<file path="config.mk">
export PLATFORM = sky130hd
export DESIGN_NAME = tile_local_top
export DESIGN_NICKNAME = d
export VERILOG_FILES = /design/src/common/tile_pkg.sv /design/src/common/mem_if.sv /design/src/logic/local_cmd_router.sv /design/src/clint/clint_slice.sv /design/src/cfg/cfg_regs.sv /design/src/logic/dram_port.sv /design/src/logic/tile_local_top.sv
export SDC_FILE = /design/constraint.sdc
export NUM_CORES = 1
export LEC_CHECK = 0
export ABC_AREA = 1
export BUFFER_PORTS_ARGS = -buffer_cell sky130_fd_sc_hd__buf_2
export CAP_MARGIN = 20
export CORE_ASPECT_RATIO = 0.5
export CORE_UTILIZATION = 40
export DETAILED_ROUTE_END_ITERATION = 8
export GPL_ROUTABILITY_DRIVEN = 1
export GPL_TIMING_DRIVEN = 0
export SYNTH_ARGS = -nofsm -noshare
export SYNTH_HDL_FRONTEND = slang
export SYNTH_SLANG_ARGS = --single-unit
</file>
<file path="constraint.sdc">
create_clock -name clk_i -period 9.7 [get_ports clk_i]
set_clock_uncertainty 0.05 [all_clocks]
set_input_delay 1.94 -clock clk_i [delete_from_list [all_inputs] [get_ports clk_i]]
set_output_delay 1.94 -clock clk_i [all_outputs]
set_load 0.01 [all_outputs]
</file>
<file path="src/common/tile_pkg.sv">
// Tile-local widths, address map, command opcodes and address views
package tile_pkg;

  localparam int addr_width_lp   = 40;
  localparam int data_width_lp   = 64;
  localparam int dev_width_lp    = 4;
  localparam int offset_width_lp = 20;
  localparam int did_width_lp    = 8;

  // Everything at or above this goes to DRAM
  localparam logic [addr_width_lp-1:0] dram_base_lp = 40'h00_8000_0000;

  // Device numbers in addr[23:20]
  localparam logic [dev_width_lp-1:0] clint_dev_lp = 4'd1;
  localparam logic [dev_width_lp-1:0] cfg_dev_lp   = 4'd2;

  // Interrupt slice offsets
  localparam logic [offset_width_lp-1:0] clint_msip_lp     = 20'h0_0000;
  localparam logic [offset_width_lp-1:0] clint_mtimecmp_lp = 20'h0_4000;
  localparam logic [offset_width_lp-1:0] clint_mtime_lp    = 20'h0_bff8;

  // Configuration offsets
  localparam logic [offset_width_lp-1:0] cfg_freeze_lp = 20'h0_0000;
  localparam logic [offset_width_lp-1:0] cfg_did_lp    = 20'h0_0008;

  typedef enum logic
  {
    e_mem_rd = 1'b0,
    e_mem_wr = 1'b1
  } mem_op_e;

  // Same 40 bits seen as a flat DRAM address or as a local device access
  typedef union packed
  {
    logic [addr_width_lp-1:0] dram;
    struct packed
    {
      logic [addr_width_lp-dev_width_lp-offset_width_lp-1:0] upper;
      logic [dev_width_lp-1:0]                               dev;
      logic [offset_width_lp-1:0]                            offset;
    } loc;
  } mem_addr_u;

endpackage

</file>
<file path="src/common/mem_if.sv">
// Memory command and response channel interface with master and slave modports
`timescale 1ns/100ps

interface mem_if;
  import tile_pkg::*;

  // Command channel, valid/ready
  logic                     cmd_v;
  logic                     cmd_ready;
  mem_op_e                  cmd_op;
  mem_addr_u                cmd_addr;
  logic [data_width_lp-1:0] cmd_data;

  // Response channel, valid/yumi
  logic                     resp_v;
  logic                     resp_yumi;
  mem_op_e                  resp_op;
  mem_addr_u                resp_addr;
  logic [data_width_lp-1:0] resp_data;

  modport master
  (
    output cmd_v, cmd_op, cmd_addr, cmd_data, resp_yumi,
    input  cmd_ready, resp_v, resp_op, resp_addr, resp_data
  );

  modport slave
  (
    input  cmd_v, cmd_op, cmd_addr, cmd_data, resp_yumi,
    output cmd_ready, resp_v, resp_op, resp_addr, resp_data
  );

endinterface

</file>
<file path="src/logic/local_cmd_router.sv">
// Local address decode, command fan-out and fixed-priority response arbiter
`timescale 1ns/100ps

module local_cmd_router
(
  input  logic                               clk_i,
  input  logic                               reset_i,

  input  logic                               cmd_v_i,
  input  tile_pkg::mem_op_e                  cmd_op_i,
  input  logic [tile_pkg::addr_width_lp-1:0] cmd_addr_i,
  input  logic [tile_pkg::data_width_lp-1:0] cmd_data_i,
  output logic                               cmd_ready_o,

  output logic                               resp_v_o,
  output tile_pkg::mem_op_e                  resp_op_o,
  output logic [tile_pkg::addr_width_lp-1:0] resp_addr_o,
  output logic [tile_pkg::data_width_lp-1:0] resp_data_o,
  input  logic                               resp_yumi_i,

  mem_if.master                              cfg_bus,
  mem_if.master                              clint_bus,
  mem_if.master                              dram_bus
);
  import tile_pkg::*;

  mem_addr_u addr_li;
  logic      local_li;
  logic      cfg_sel_li;
  logic      clint_sel_li;

  assign addr_li  = cmd_addr_i;
  assign local_li = (addr_li.dram < dram_base_lp);

  assign cfg_sel_li   = local_li & (addr_li.loc.dev == cfg_dev_lp);
  assign clint_sel_li = local_li & (addr_li.loc.dev == clint_dev_lp);

  // Unclaimed local devices fall through to DRAM
  assign cfg_bus.cmd_v   = cmd_v_i & cfg_sel_li;
  assign clint_bus.cmd_v = cmd_v_i & clint_sel_li;
  assign dram_bus.cmd_v  = cmd_v_i & ~cfg_sel_li & ~clint_sel_li;

  assign cfg_bus.cmd_op    = cmd_op_i;
  assign cfg_bus.cmd_addr  = addr_li;
  assign cfg_bus.cmd_data  = cmd_data_i;
  assign clint_bus.cmd_op   = cmd_op_i;
  assign clint_bus.cmd_addr = addr_li;
  assign clint_bus.cmd_data = cmd_data_i;
  assign dram_bus.cmd_op   = cmd_op_i;
  assign dram_bus.cmd_addr = addr_li;
  assign dram_bus.cmd_data = cmd_data_i;

  assign cmd_ready_o = cfg_bus.cmd_ready & clint_bus.cmd_ready & dram_bus.cmd_ready;

  // DRAM wins, then cfg, then clint
  assign dram_bus.resp_yumi  = resp_yumi_i & dram_bus.resp_v;
  assign cfg_bus.resp_yumi   = resp_yumi_i & cfg_bus.resp_v & ~dram_bus.resp_v;
  assign clint_bus.resp_yumi = resp_yumi_i & clint_bus.resp_v & ~dram_bus.resp_v
                               & ~cfg_bus.resp_v;

  assign resp_v_o = dram_bus.resp_v | cfg_bus.resp_v | clint_bus.resp_v;

  always_comb
  begin
    if (dram_bus.resp_v)
    begin
      resp_op_o   = dram_bus.resp_op;
      resp_addr_o = dram_bus.resp_addr;
      resp_data_o = dram_bus.resp_data;
    end
    else if (cfg_bus.resp_v)
    begin
      resp_op_o   = cfg_bus.resp_op;
      resp_addr_o = cfg_bus.resp_addr;
      resp_data_o = cfg_bus.resp_data;
    end
    else
    begin
      resp_op_o   = clint_bus.resp_op;
      resp_addr_o = clint_bus.resp_addr;
      resp_data_o = clint_bus.resp_data;
    end
  end

  a_one_peer_cmd: assert property (@(posedge clk_i) disable iff (reset_i)
    $onehot0({cfg_bus.cmd_v, clint_bus.cmd_v, dram_bus.cmd_v}));

  // Upstream only yumis a valid response, so exactly one peer gets the grant
  a_grant_onehot: assert property (@(posedge clk_i) disable iff (reset_i)
    resp_yumi_i |-> $onehot({cfg_bus.resp_yumi, clint_bus.resp_yumi, dram_bus.resp_yumi}));

endmodule

</file>
<file path="src/clint/clint_slice.sv">
// Core-local interrupt slice with mtime, mtimecmp and msip registers
`timescale 1ns/100ps

module clint_slice
(
  input  logic clk_i,
  input  logic reset_i,
  mem_if.slave bus,
  output logic timer_irq_o,
  output logic software_irq_o
);
  import tile_pkg::*;

  logic                     resp_v_r;
  mem_op_e                  resp_op_r;
  mem_addr_u                resp_addr_r;
  logic [data_width_lp-1:0] resp_data_r;

  logic [data_width_lp-1:0] mtime_r;
  logic [data_width_lp-1:0] mtimecmp_r;
  logic                     msip_r;

  logic                     cmd_fire_li;
  logic                     wr_li;
  logic [data_width_lp-1:0] rd_data_li;

  assign bus.cmd_ready = ~resp_v_r;
  assign cmd_fire_li   = bus.cmd_v & bus.cmd_ready;
  assign wr_li         = cmd_fire_li & (bus.cmd_op == e_mem_wr);

  always_comb
  begin
    case (bus.cmd_addr.loc.offset)
      clint_msip_lp:     rd_data_li = {{(data_width_lp-1){1'b0}}, msip_r};
      clint_mtimecmp_lp: rd_data_li = mtimecmp_r;
      clint_mtime_lp:    rd_data_li = mtime_r;
      default:           rd_data_li = '0;
    endcase
  end

  always_ff @(posedge clk_i)
  begin
    if (reset_i)
    begin
      resp_v_r   <= 1'b0;
      mtime_r    <= '0;
      mtimecmp_r <= '1;
      msip_r     <= 1'b0;
    end
    else
    begin
      if (cmd_fire_li)
        resp_v_r <= 1'b1;
      else if (bus.resp_yumi)
        resp_v_r <= 1'b0;

      // A write to mtime takes precedence over the tick
      if (wr_li && bus.cmd_addr.loc.offset == clint_mtime_lp)
        mtime_r <= bus.cmd_data;
      else
        mtime_r <= mtime_r + 1'b1;

      if (wr_li && bus.cmd_addr.loc.offset == clint_mtimecmp_lp)
        mtimecmp_r <= bus.cmd_data;
      if (wr_li && bus.cmd_addr.loc.offset == clint_msip_lp)
        msip_r <= bus.cmd_data[0];
    end
  end

  always_ff @(posedge clk_i)
  begin
    if (cmd_fire_li)
    begin
      resp_op_r   <= bus.cmd_op;
      resp_addr_r <= bus.cmd_addr;
      resp_data_r <= (bus.cmd_op == e_mem_wr) ? '0 : rd_data_li;
    end
  end

  assign bus.resp_v    = resp_v_r;
  assign bus.resp_op   = resp_op_r;
  assign bus.resp_addr = resp_addr_r;
  assign bus.resp_data = resp_data_r;

  assign timer_irq_o    = (mtime_r >= mtimecmp_r);
  assign software_irq_o = msip_r;

  a_no_cmd_while_pending: assert property (@(posedge clk_i) disable iff (reset_i)
    (bus.resp_v && !bus.resp_yumi) |=> !(bus.cmd_v && bus.cmd_ready));

endmodule

</file>
<file path="src/cfg/cfg_regs.sv">
// Configuration registers for freeze and domain id
`timescale 1ns/100ps

module cfg_regs
(
  input  logic                              clk_i,
  input  logic                              reset_i,
  mem_if.slave                              bus,
  output logic                              freeze_o,
  output logic [tile_pkg::did_width_lp-1:0] did_o
);
  import tile_pkg::*;

  logic                     resp_v_r;
  mem_op_e                  resp_op_r;
  mem_addr_u                resp_addr_r;
  logic [data_width_lp-1:0] resp_data_r;

  logic                     freeze_r;
  logic [did_width_lp-1:0]  did_r;

  logic                     cmd_fire_li;
  logic                     wr_li;
  logic [data_width_lp-1:0] rd_data_li;

  assign bus.cmd_ready = ~resp_v_r;
  assign cmd_fire_li   = bus.cmd_v & bus.cmd_ready;
  assign wr_li         = cmd_fire_li & (bus.cmd_op == e_mem_wr);

  always_comb
  begin
    case (bus.cmd_addr.loc.offset)
      cfg_freeze_lp: rd_data_li = {{(data_width_lp-1){1'b0}}, freeze_r};
      cfg_did_lp:    rd_data_li = {{(data_width_lp-did_width_lp){1'b0}}, did_r};
      default:       rd_data_li = '0;
    endcase
  end

  always_ff @(posedge clk_i)
  begin
    if (reset_i)
    begin
      resp_v_r <= 1'b0;
      freeze_r <= 1'b1;
      did_r    <= '0;
    end
    else
    begin
      if (cmd_fire_li)
        resp_v_r <= 1'b1;
      else if (bus.resp_yumi)
        resp_v_r <= 1'b0;

      if (wr_li && bus.cmd_addr.loc.offset == cfg_freeze_lp)
        freeze_r <= bus.cmd_data[0];
      if (wr_li && bus.cmd_addr.loc.offset == cfg_did_lp)
        did_r <= bus.cmd_data[did_width_lp-1:0];
    end
  end

  always_ff @(posedge clk_i)
  begin
    if (cmd_fire_li)
    begin
      resp_op_r   <= bus.cmd_op;
      resp_addr_r <= bus.cmd_addr;
      resp_data_r <= (bus.cmd_op == e_mem_wr) ? '0 : rd_data_li;
    end
  end

  assign bus.resp_v    = resp_v_r;
  assign bus.resp_op   = resp_op_r;
  assign bus.resp_addr = resp_addr_r;
  assign bus.resp_data = resp_data_r;

  assign freeze_o = freeze_r;
  assign did_o    = did_r;

  a_no_cmd_while_pending: assert property (@(posedge clk_i) disable iff (reset_i)
    (bus.resp_v && !bus.resp_yumi) |=> !(bus.cmd_v && bus.cmd_ready));

endmodule

</file>
<file path="src/logic/dram_port.sv">
// Single-outstanding bridge from the local bus to the external memory ports
`timescale 1ns/100ps

module dram_port
(
  input  logic                               clk_i,
  input  logic                               reset_i,
  mem_if.slave                               bus,

  output logic                               mem_cmd_v_o,
  output tile_pkg::mem_op_e                  mem_cmd_op_o,
  output logic [tile_pkg::addr_width_lp-1:0] mem_cmd_addr_o,
  output logic [tile_pkg::data_width_lp-1:0] mem_cmd_data_o,
  input  logic                               mem_cmd_ready_i,

  input  logic                               mem_resp_v_i,
  input  logic [tile_pkg::data_width_lp-1:0] mem_resp_data_i,
  output logic                               mem_resp_ready_o
);
  import tile_pkg::*;

  // One of send, wait, respond is set while busy
  logic                     send_r;
  logic                     wait_r;
  logic                     resp_v_r;

  mem_op_e                  op_r;
  mem_addr_u                addr_r;
  logic [data_width_lp-1:0] data_r;
  logic [data_width_lp-1:0] resp_data_r;

  logic                     cmd_fire_li;

  assign bus.cmd_ready = ~(send_r | wait_r | resp_v_r);
  assign cmd_fire_li   = bus.cmd_v & bus.cmd_ready;

  always_ff @(posedge clk_i)
  begin
    if (reset_i)
    begin
      send_r   <= 1'b0;
      wait_r   <= 1'b0;
      resp_v_r <= 1'b0;
    end
    else
    begin
      if (cmd_fire_li)
        send_r <= 1'b1;
      else if (send_r && mem_cmd_ready_i)
        send_r <= 1'b0;

      if (send_r && mem_cmd_ready_i)
        wait_r <= 1'b1;
      else if (wait_r && mem_resp_v_i)
        wait_r <= 1'b0;

      if (wait_r && mem_resp_v_i)
        resp_v_r <= 1'b1;
      else if (bus.resp_yumi)
        resp_v_r <= 1'b0;
    end
  end

  always_ff @(posedge clk_i)
  begin
    if (cmd_fire_li)
    begin
      op_r   <= bus.cmd_op;
      addr_r <= bus.cmd_addr;
      data_r <= bus.cmd_data;
    end
    if (wait_r && mem_resp_v_i)
      resp_data_r <= mem_resp_data_i;
  end

  assign mem_cmd_v_o      = send_r;
  assign mem_cmd_op_o     = op_r;
  assign mem_cmd_addr_o   = addr_r.dram;
  assign mem_cmd_data_o   = data_r;
  assign mem_resp_ready_o = wait_r;

  assign bus.resp_v    = resp_v_r;
  assign bus.resp_op   = op_r;
  assign bus.resp_addr = addr_r;
  assign bus.resp_data = resp_data_r;

  a_mem_cmd_stable: assert property (@(posedge clk_i) disable iff (reset_i)
    (mem_cmd_v_o && !mem_cmd_ready_i) |=> mem_cmd_v_o && $stable(mem_cmd_op_o)
      && $stable(mem_cmd_addr_o) && $stable(mem_cmd_data_o));

endmodule

</file>
<file path="src/logic/tile_local_top.sv">
// Tile-local command path top level with router, cfg, clint and DRAM port
`timescale 1ns/100ps

module tile_local_top
(
  input  logic                               clk_i,
  input  logic                               reset_i,

  input  logic                               cmd_v_i,
  input  tile_pkg::mem_op_e                  cmd_op_i,
  input  logic [tile_pkg::addr_width_lp-1:0] cmd_addr_i,
  input  logic [tile_pkg::data_width_lp-1:0] cmd_data_i,
  output logic                               cmd_ready_o,

  output logic                               resp_v_o,
  output tile_pkg::mem_op_e                  resp_op_o,
  output logic [tile_pkg::addr_width_lp-1:0] resp_addr_o,
  output logic [tile_pkg::data_width_lp-1:0] resp_data_o,
  input  logic                               resp_yumi_i,

  output logic                               mem_cmd_v_o,
  output tile_pkg::mem_op_e                  mem_cmd_op_o,
  output logic [tile_pkg::addr_width_lp-1:0] mem_cmd_addr_o,
  output logic [tile_pkg::data_width_lp-1:0] mem_cmd_data_o,
  input  logic                               mem_cmd_ready_i,

  input  logic                               mem_resp_v_i,
  input  logic [tile_pkg::data_width_lp-1:0] mem_resp_data_i,
  output logic                               mem_resp_ready_o,

  output logic                               freeze_o,
  output logic [tile_pkg::did_width_lp-1:0]  did_o,
  output logic                               timer_irq_o,
  output logic                               software_irq_o
);

  mem_if cfg_bus ();
  mem_if clint_bus ();
  mem_if dram_bus ();

  local_cmd_router router
  (
    .clk_i       (clk_i),
    .reset_i     (reset_i),
    .cmd_v_i     (cmd_v_i),
    .cmd_op_i    (cmd_op_i),
    .cmd_addr_i  (cmd_addr_i),
    .cmd_data_i  (cmd_data_i),
    .cmd_ready_o (cmd_ready_o),
    .resp_v_o    (resp_v_o),
    .resp_op_o   (resp_op_o),
    .resp_addr_o (resp_addr_o),
    .resp_data_o (resp_data_o),
    .resp_yumi_i (resp_yumi_i),
    .cfg_bus     (cfg_bus.master),
    .clint_bus   (clint_bus.master),
    .dram_bus    (dram_bus.master)
  );

  cfg_regs cfg
  (
    .clk_i    (clk_i),
    .reset_i  (reset_i),
    .bus      (cfg_bus.slave),
    .freeze_o (freeze_o),
    .did_o    (did_o)
  );

  clint_slice clint
  (
    .clk_i          (clk_i),
    .reset_i        (reset_i),
    .bus            (clint_bus.slave),
    .timer_irq_o    (timer_irq_o),
    .software_irq_o (software_irq_o)
  );

  dram_port dram
  (
    .clk_i            (clk_i),
    .reset_i          (reset_i),
    .bus              (dram_bus.slave),
    .mem_cmd_v_o      (mem_cmd_v_o),
    .mem_cmd_op_o     (mem_cmd_op_o),
    .mem_cmd_addr_o   (mem_cmd_addr_o),
    .mem_cmd_data_o   (mem_cmd_data_o),
    .mem_cmd_ready_i  (mem_cmd_ready_i),
    .mem_resp_v_i     (mem_resp_v_i),
    .mem_resp_data_i  (mem_resp_data_i),
    .mem_resp_ready_o (mem_resp_ready_o)
  );

endmodule

</file>
-- Word-level counts from Yosys, hierarchy flattened
Index checks and enable logic that the tools add are counted.
- output and inout port bits: 225
- word-level logic and storage cells: 89
- bits of input ports: 175
- register bits: 522
- multiplexer cells: 19
- reductions and logical operators: 13
- equality and inequality tests: 5
- add/sub/neg operators: 1
- bitwise gates (word level): 29
- $lt $le $gt $ge: 2
- operators by type and width (operator ; count):
    $mux 64 ; 3
    $pmux 64 s3 ; 1
    $mux 40 ; 2
    $add 64x1->64 const B ; 1
    $ge 64x64->1 ; 1
    $lt 40x32->1 const B ; 1
    $eq 20x15->1 const B ; 1
    $eq 20x16->1 const B ; 1
    $eq 20x4->1 const B ; 1
    $logic_not 20->1 ; 1
    $and 1x1->1 ; 19
    $pmux 8 s2 ; 1
    $mux 1 ; 12
    $reduce_bool 2->1 ; 5
    $logic_and 1x1->1 ; 7
    $not 1->1 ; 6
    $eq 4x1->1 const B ; 1
    $eq 4x2->1 const B ; 1
    $or 1x1->1 ; 4

-- Longest topological paths before layout
- word-level depth: 7
- mapped depth: 15
- gate-level depth less buffers: 15

-- Cells and area by module
From an unflattened synthesis, not the netlist that was laid out.
- cells, all modules: 2851
- area, all modules: 25380.6 um^2
- by module, submodules not included (module ; times used ; cells an instance ; area an instance (um^2)):
    clint_slice ; 1 ; 1602 ; 12768.5
    dram_port ; 1 ; 231 ; 5525.3
    local_cmd_router ; 1 ; 813 ; 4578.1
    cfg_regs ; 1 ; 205 ; 2508.7

-- Worst setup path before layout
No wires, ideal clock.
- path kind: input-to-reg
- from: in cmd_addr_i[22] (netlist name)
- to: reg dram.addr_r, in the netlist dram.bus.resp_addr[0], enable pin
- stages: 6
- arrival time: 4.375 ns
- path buffers: 0
- path slack: 4.817 ns
- cell sequence: inv_1 > nand2_1 > nor2_1 > nand3_2 > nand3_1 > inv_1
- longest elaborated chain between the ends: 6
- elaborated cells between the ends (all ways): 10
- ends and longest elaborated chain (item ; RTL line ; text):
    start, declared ; tile_local_top.sv:11 ; input logic [tile_pkg::addr_width_lp-1:0] cmd_addr_i,
    $lt 40x32->1 or $eq 4x2->1 (tied branches) ; local_cmd_router.sv:33, local_cmd_router.sv:35 ;
    $and 1x1->1 ; local_cmd_router.sv:35 ; assign cfg_sel_li = local_li & (addr_li.loc.dev == cfg_dev_lp);
    $not 1->1 ; local_cmd_router.sv:41 ; assign dram_bus.cmd_v = cmd_v_i & ~cfg_sel_li & ~clint_sel_li;
    $and 1x1->1 ; local_cmd_router.sv:41 ;
    $and 1x1->1 * ; local_cmd_router.sv:41 ;
    $and 1x1->1 * ; dram_port.sv:35 ; assign cmd_fire_li = bus.cmd_v & bus.cmd_ready;
    via dram.cmd_fire_li ; dram_port.sv:32 ; logic cmd_fire_li;
    end signal, assigned ; dram_port.sv:69 ; addr_r <= bus.cmd_addr;
    end, declared ; dram_port.sv:28 ; mem_addr_u addr_r;
Mark *: on every way through the listed nets, which the timed path passes. The rest lies on a longest branch.
A chain may end at the register's enable or synchronous reset.

-- Worst setup path in the final report
- from: reg cfg.resp_v_r (netlist: cfg.bus.resp_v)
- to: out resp_data_o[42] (netlist name)
- longest elaborated chain between the ends: 2
- ends and longest elaborated chain (item ; RTL line ; text):
    start, declared ; cfg_regs.sv:14 ; logic resp_v_r;
    start signal, assigned ; cfg_regs.sv:43 ; resp_v_r <= 1'b0;
    start signal, assigned ; cfg_regs.sv:50 ; resp_v_r <= 1'b1;
    start signal, assigned ; cfg_regs.sv:52 ; resp_v_r <= 1'b0;
    $mux 64 ; local_cmd_router.sv:71 ; else if (cfg_bus.resp_v)
    $mux 64 ; local_cmd_router.sv:65 ; if (dram_bus.resp_v)
    end, declared ; tile_local_top.sv:18 ; output logic [tile_pkg::data_width_lp-1:0] resp_data_o,
Every way passes these cells.

==> metrics.txt <==
status=finished, final reports clean; Mapped Area=21100 sq um; IR drop worst, VDD=97.16 uV; row count=a little under 60; FF-to-FF Start=dram.bus.resp_v; Total Nets Final=2893; min-delay worst type=reg -> reg; Worst-Skew Late Latency=between 0.5 and 0.6 ns; crit path launch type=flop; most used cell, CP=clkbuf_1; CTS clk-pin slew, worst paths=0.07 ns; CP cell instances=clkbuf_1 > nor2_1 > clkbuf_1 > buf_1 > a22o_1 > buf_2; Hold WS=approximately 0.45 ns; CTS tree=yes; PD cells=roughly 160 nW/um^2; # clock sinks=about 470; Post-Syn Instances=2201; # DRC=0; DR vias/cell=a little over 5; Max-slew headroom=around 33%; DR iter-0 viols=1302; largest net degree at the start of global routing=68; 1st-pass router iterations=6; via count=approximately 17000; Final setup viols=0; antenna viol nets, final=0; synth unique cells=37; Max stage delay cell, worst path=clkbuf_1; worst endpoint data arrival time=roughly 3.3 ns; Core Box Area=roughly 52000 sq um; Syn Nets=2441; TNS Setup=0 ns; CTS Buffer Depth=3; Die W=326.8 um; crit-path max cell delay=between 0.8 and 0.9 ns; Final min period=5.259 ns; area leader, netlist=edfxtp_1; RSZ-0062 raised after global routing=false; final WL=between 60000 and 70000 um; warnings from Yosys=0; layout cells sized above 1=20.04%; Leak=10.54 nW; DP HPWL=48390 um; syn_area_per_cell=9.584 sq um; critical path class=reg -> out; wire per inst=around 19 um; Max Slew Vio Count=0; WP buf/inv=4; Hold Fails Final Rpt=0; f_max=~190 MHz; Design Area, Final=around 26000 sq um; # H-tree levels=2; GR Util All Layers=a little under a quarter; Yosys top cell area share=a little under half; number of buffers created by CTS=44; Fill cells=4998; Initial Util=40.53%; vias in the first global route=around 16000; CP startpoint=cfg.bus.resp_v; Yosys reg bits=about 470; IO Port Bufs=around 400; CP required=around 7.7 ns; Root Driver=clkbuf_16; max_cap viols=0; first-pass GRT wire length=96230 um; Area contributors post-synth=edfxtp_1 (46%), dfxtp_1 (14%), nand2_1 (9.2%); I/O Pins=400; area grow syn2layout=21.25%; Die Y=around 160 um; Worst Max-Slew Pin Slew=1.004 ns; area post-placement=roughly 24000 sq um; initial antenna violation count=1; sequential share of the synthesized area=59.55%; gr ovfl total=0; worst reg-to-reg setup slack=approximately 7.0 ns; RD Place Congestion=between 0.9 and 1; worst hold start=cfg.freeze_o; fin crit share=a little over half; cts hold-fix bufs=0; die area=between 50000 and 60000 sq um; Crit. End Element=output port; postcts setup bufs=0; PostCTS Resize Cnt=0; Critical Path Fanout Max=10; CP top delay family=buffers and inverters
==> synth_stat cells <==
cell      number
a21boi_0       1
a21o_1         1
a21oi_1      196
a22o_1        56
and2_1         9
buf_1         12
buf_2         27
buf_4          2
buf_6          5
clkbuf_1      47
clkinv_1       1
dfxtp_1      143
edfxtp_1     323
ha_1          65
inv_1        136
inv_2          9
nand2_1      519
nand2_2        5
nand3_1       51
nand3_2        3
nand3b_1       8
nand4_1       16
nor2_1       354
nor2_2         6
nor2_4         3
nor2b_1        1
nor3_1        14
nor3_2         3
nor4_1         2
o211ai_1      65
o21a_1         2
o21ai_0       68
o31ai_1        1
or2_1          1
or2_2          1
xnor2_1       27
xor2_1        18
==> worst register-to-register path: stages (launching register included) <==
cell and delay [ns]:
dfxtp_1 0.31, clkbuf_1 0.32, buf_16 0.28, nor4_1 0.27, nand3_1 0.19, inv_4 0.48
buf_16 0.38
==> per-stage QoR <==
step / utilization [%] / worst slack [ns] / cells / power, mW
CTS: 49.13 / 4.367 / 3390 / 4.165
detailed placement: 46.40 / 4.967 / 3308 / 2.422
global route: 49.14 / 4.300 / 3391 / 4.262
finish: 49.15 / 4.441 / 3393 / 4.124
global placement: 46.06 / 3.062 / 3301 / 2.420
floorplan: - / 4.817 / 2201 / 2.299
==> sequential cells by signal, indices dropped and copies added, names as in the netlist <==
name / cells
clint.bus.resp_data: 64
clint.mtime_r: 64
clint.mtimecmp_r: 64
dram.bus.resp_data: 64
dram.mem_cmd_data_o: 64
cfg.bus.resp_addr: 40
clint.bus.resp_addr: 40
dram.bus.resp_addr: 40
cfg.bus.resp_data: 8
cfg.did_o: 8
cfg.bus.resp_op: 1
cfg.bus.resp_v: 1
cfg.freeze_o: 1
clint.bus.resp_op: 1
clint.bus.resp_v: 1
clint.software_irq_o: 1
dram.bus.resp_op: 1
dram.bus.resp_v: 1
dram.mem_cmd_v_o: 1
dram.mem_resp_ready_o: 1
==> power breakdown <==
part / switching [mW] / total, mW / internal [mW]
sequential: 0.0144 / 2.18 / 2.17
combinational: 0.126 / 0.193 / 0.0671
clock: 0.777 / 1.75 / 0.972
==> kinds of logic after synthesis <==
kind of cell             after synthesis  share of synthesized area [%]
AND/OR/NAND/NOR                      996                          19.02
flip-flops                           466                          59.55
AO/OA/AOI/OAI                        390                          11.08
buffers and inverters                239                          4.626
adder cells (fa/ha/maj)               65                          3.855
XOR/XNOR                              45                          1.868
==> layout make-up <==
type,instances,area [sq um],area share (%)
multi-input combinational,1496,7562,29.57
clock buffer,56,1177,4.603
inverter,146,553.0,2.162
antenna,3,7.507,0.02935
sequential,466,12560,49.11
timing repair buffer,406,2167,8.472
tap,701,877.1,3.429
buffer,93,427.9,1.673
clock inverter,26,244.0,0.9539
==> layout by cell type (no fill, tap or decap), types with 6 or more instances in the layout <==
cell / netlist / routed
a21oi_1: 196 / 196
a22o_1: 56 / 56
and2_1: 9 / 9
buf_1: 12 / 12
buf_2: 27 / 426
clkbuf_1: 47 / 57
clkbuf_16: 0 / 45
clkinv_1: 1 / 6
clkinv_2: 0 / 10
dfxtp_1: 143 / 143
edfxtp_1: 323 / 323
ha_1: 65 / 65
inv_1: 136 / 134
inv_2: 9 / 9
nand2_1: 519 / 519
nand3_1: 51 / 51
nand3b_1: 8 / 8
nand4_1: 16 / 16
nor2_1: 354 / 354
nor3_1: 14 / 14
o211ai_1: 65 / 65
o21ai_0: 68 / 68
xnor2_1: 27 / 27
xor2_1: 18 / 18
==> metal layers <==
layer / up-vias / track usage (%) / wire [um]
li1: 8404 / - / -
met1: 8207 / 33.88 / 30200
met2: 446 / 37.09 / 28890
met3: 73 / 4.612 / 3873
met4: 0 / 4.057 / 833
met5: - / 0 / 0
==> path summary, 6_finish.rpt <==
check                            end  depth (start not counted)
max                  resp_data_o[42]                          6
min                     cfg.freeze_o                          2
max reg2reg  dram.mem_cmd_data_o[41]                          6
min reg2reg             cfg.freeze_o                          2
(Power assumes the default switching activity.)
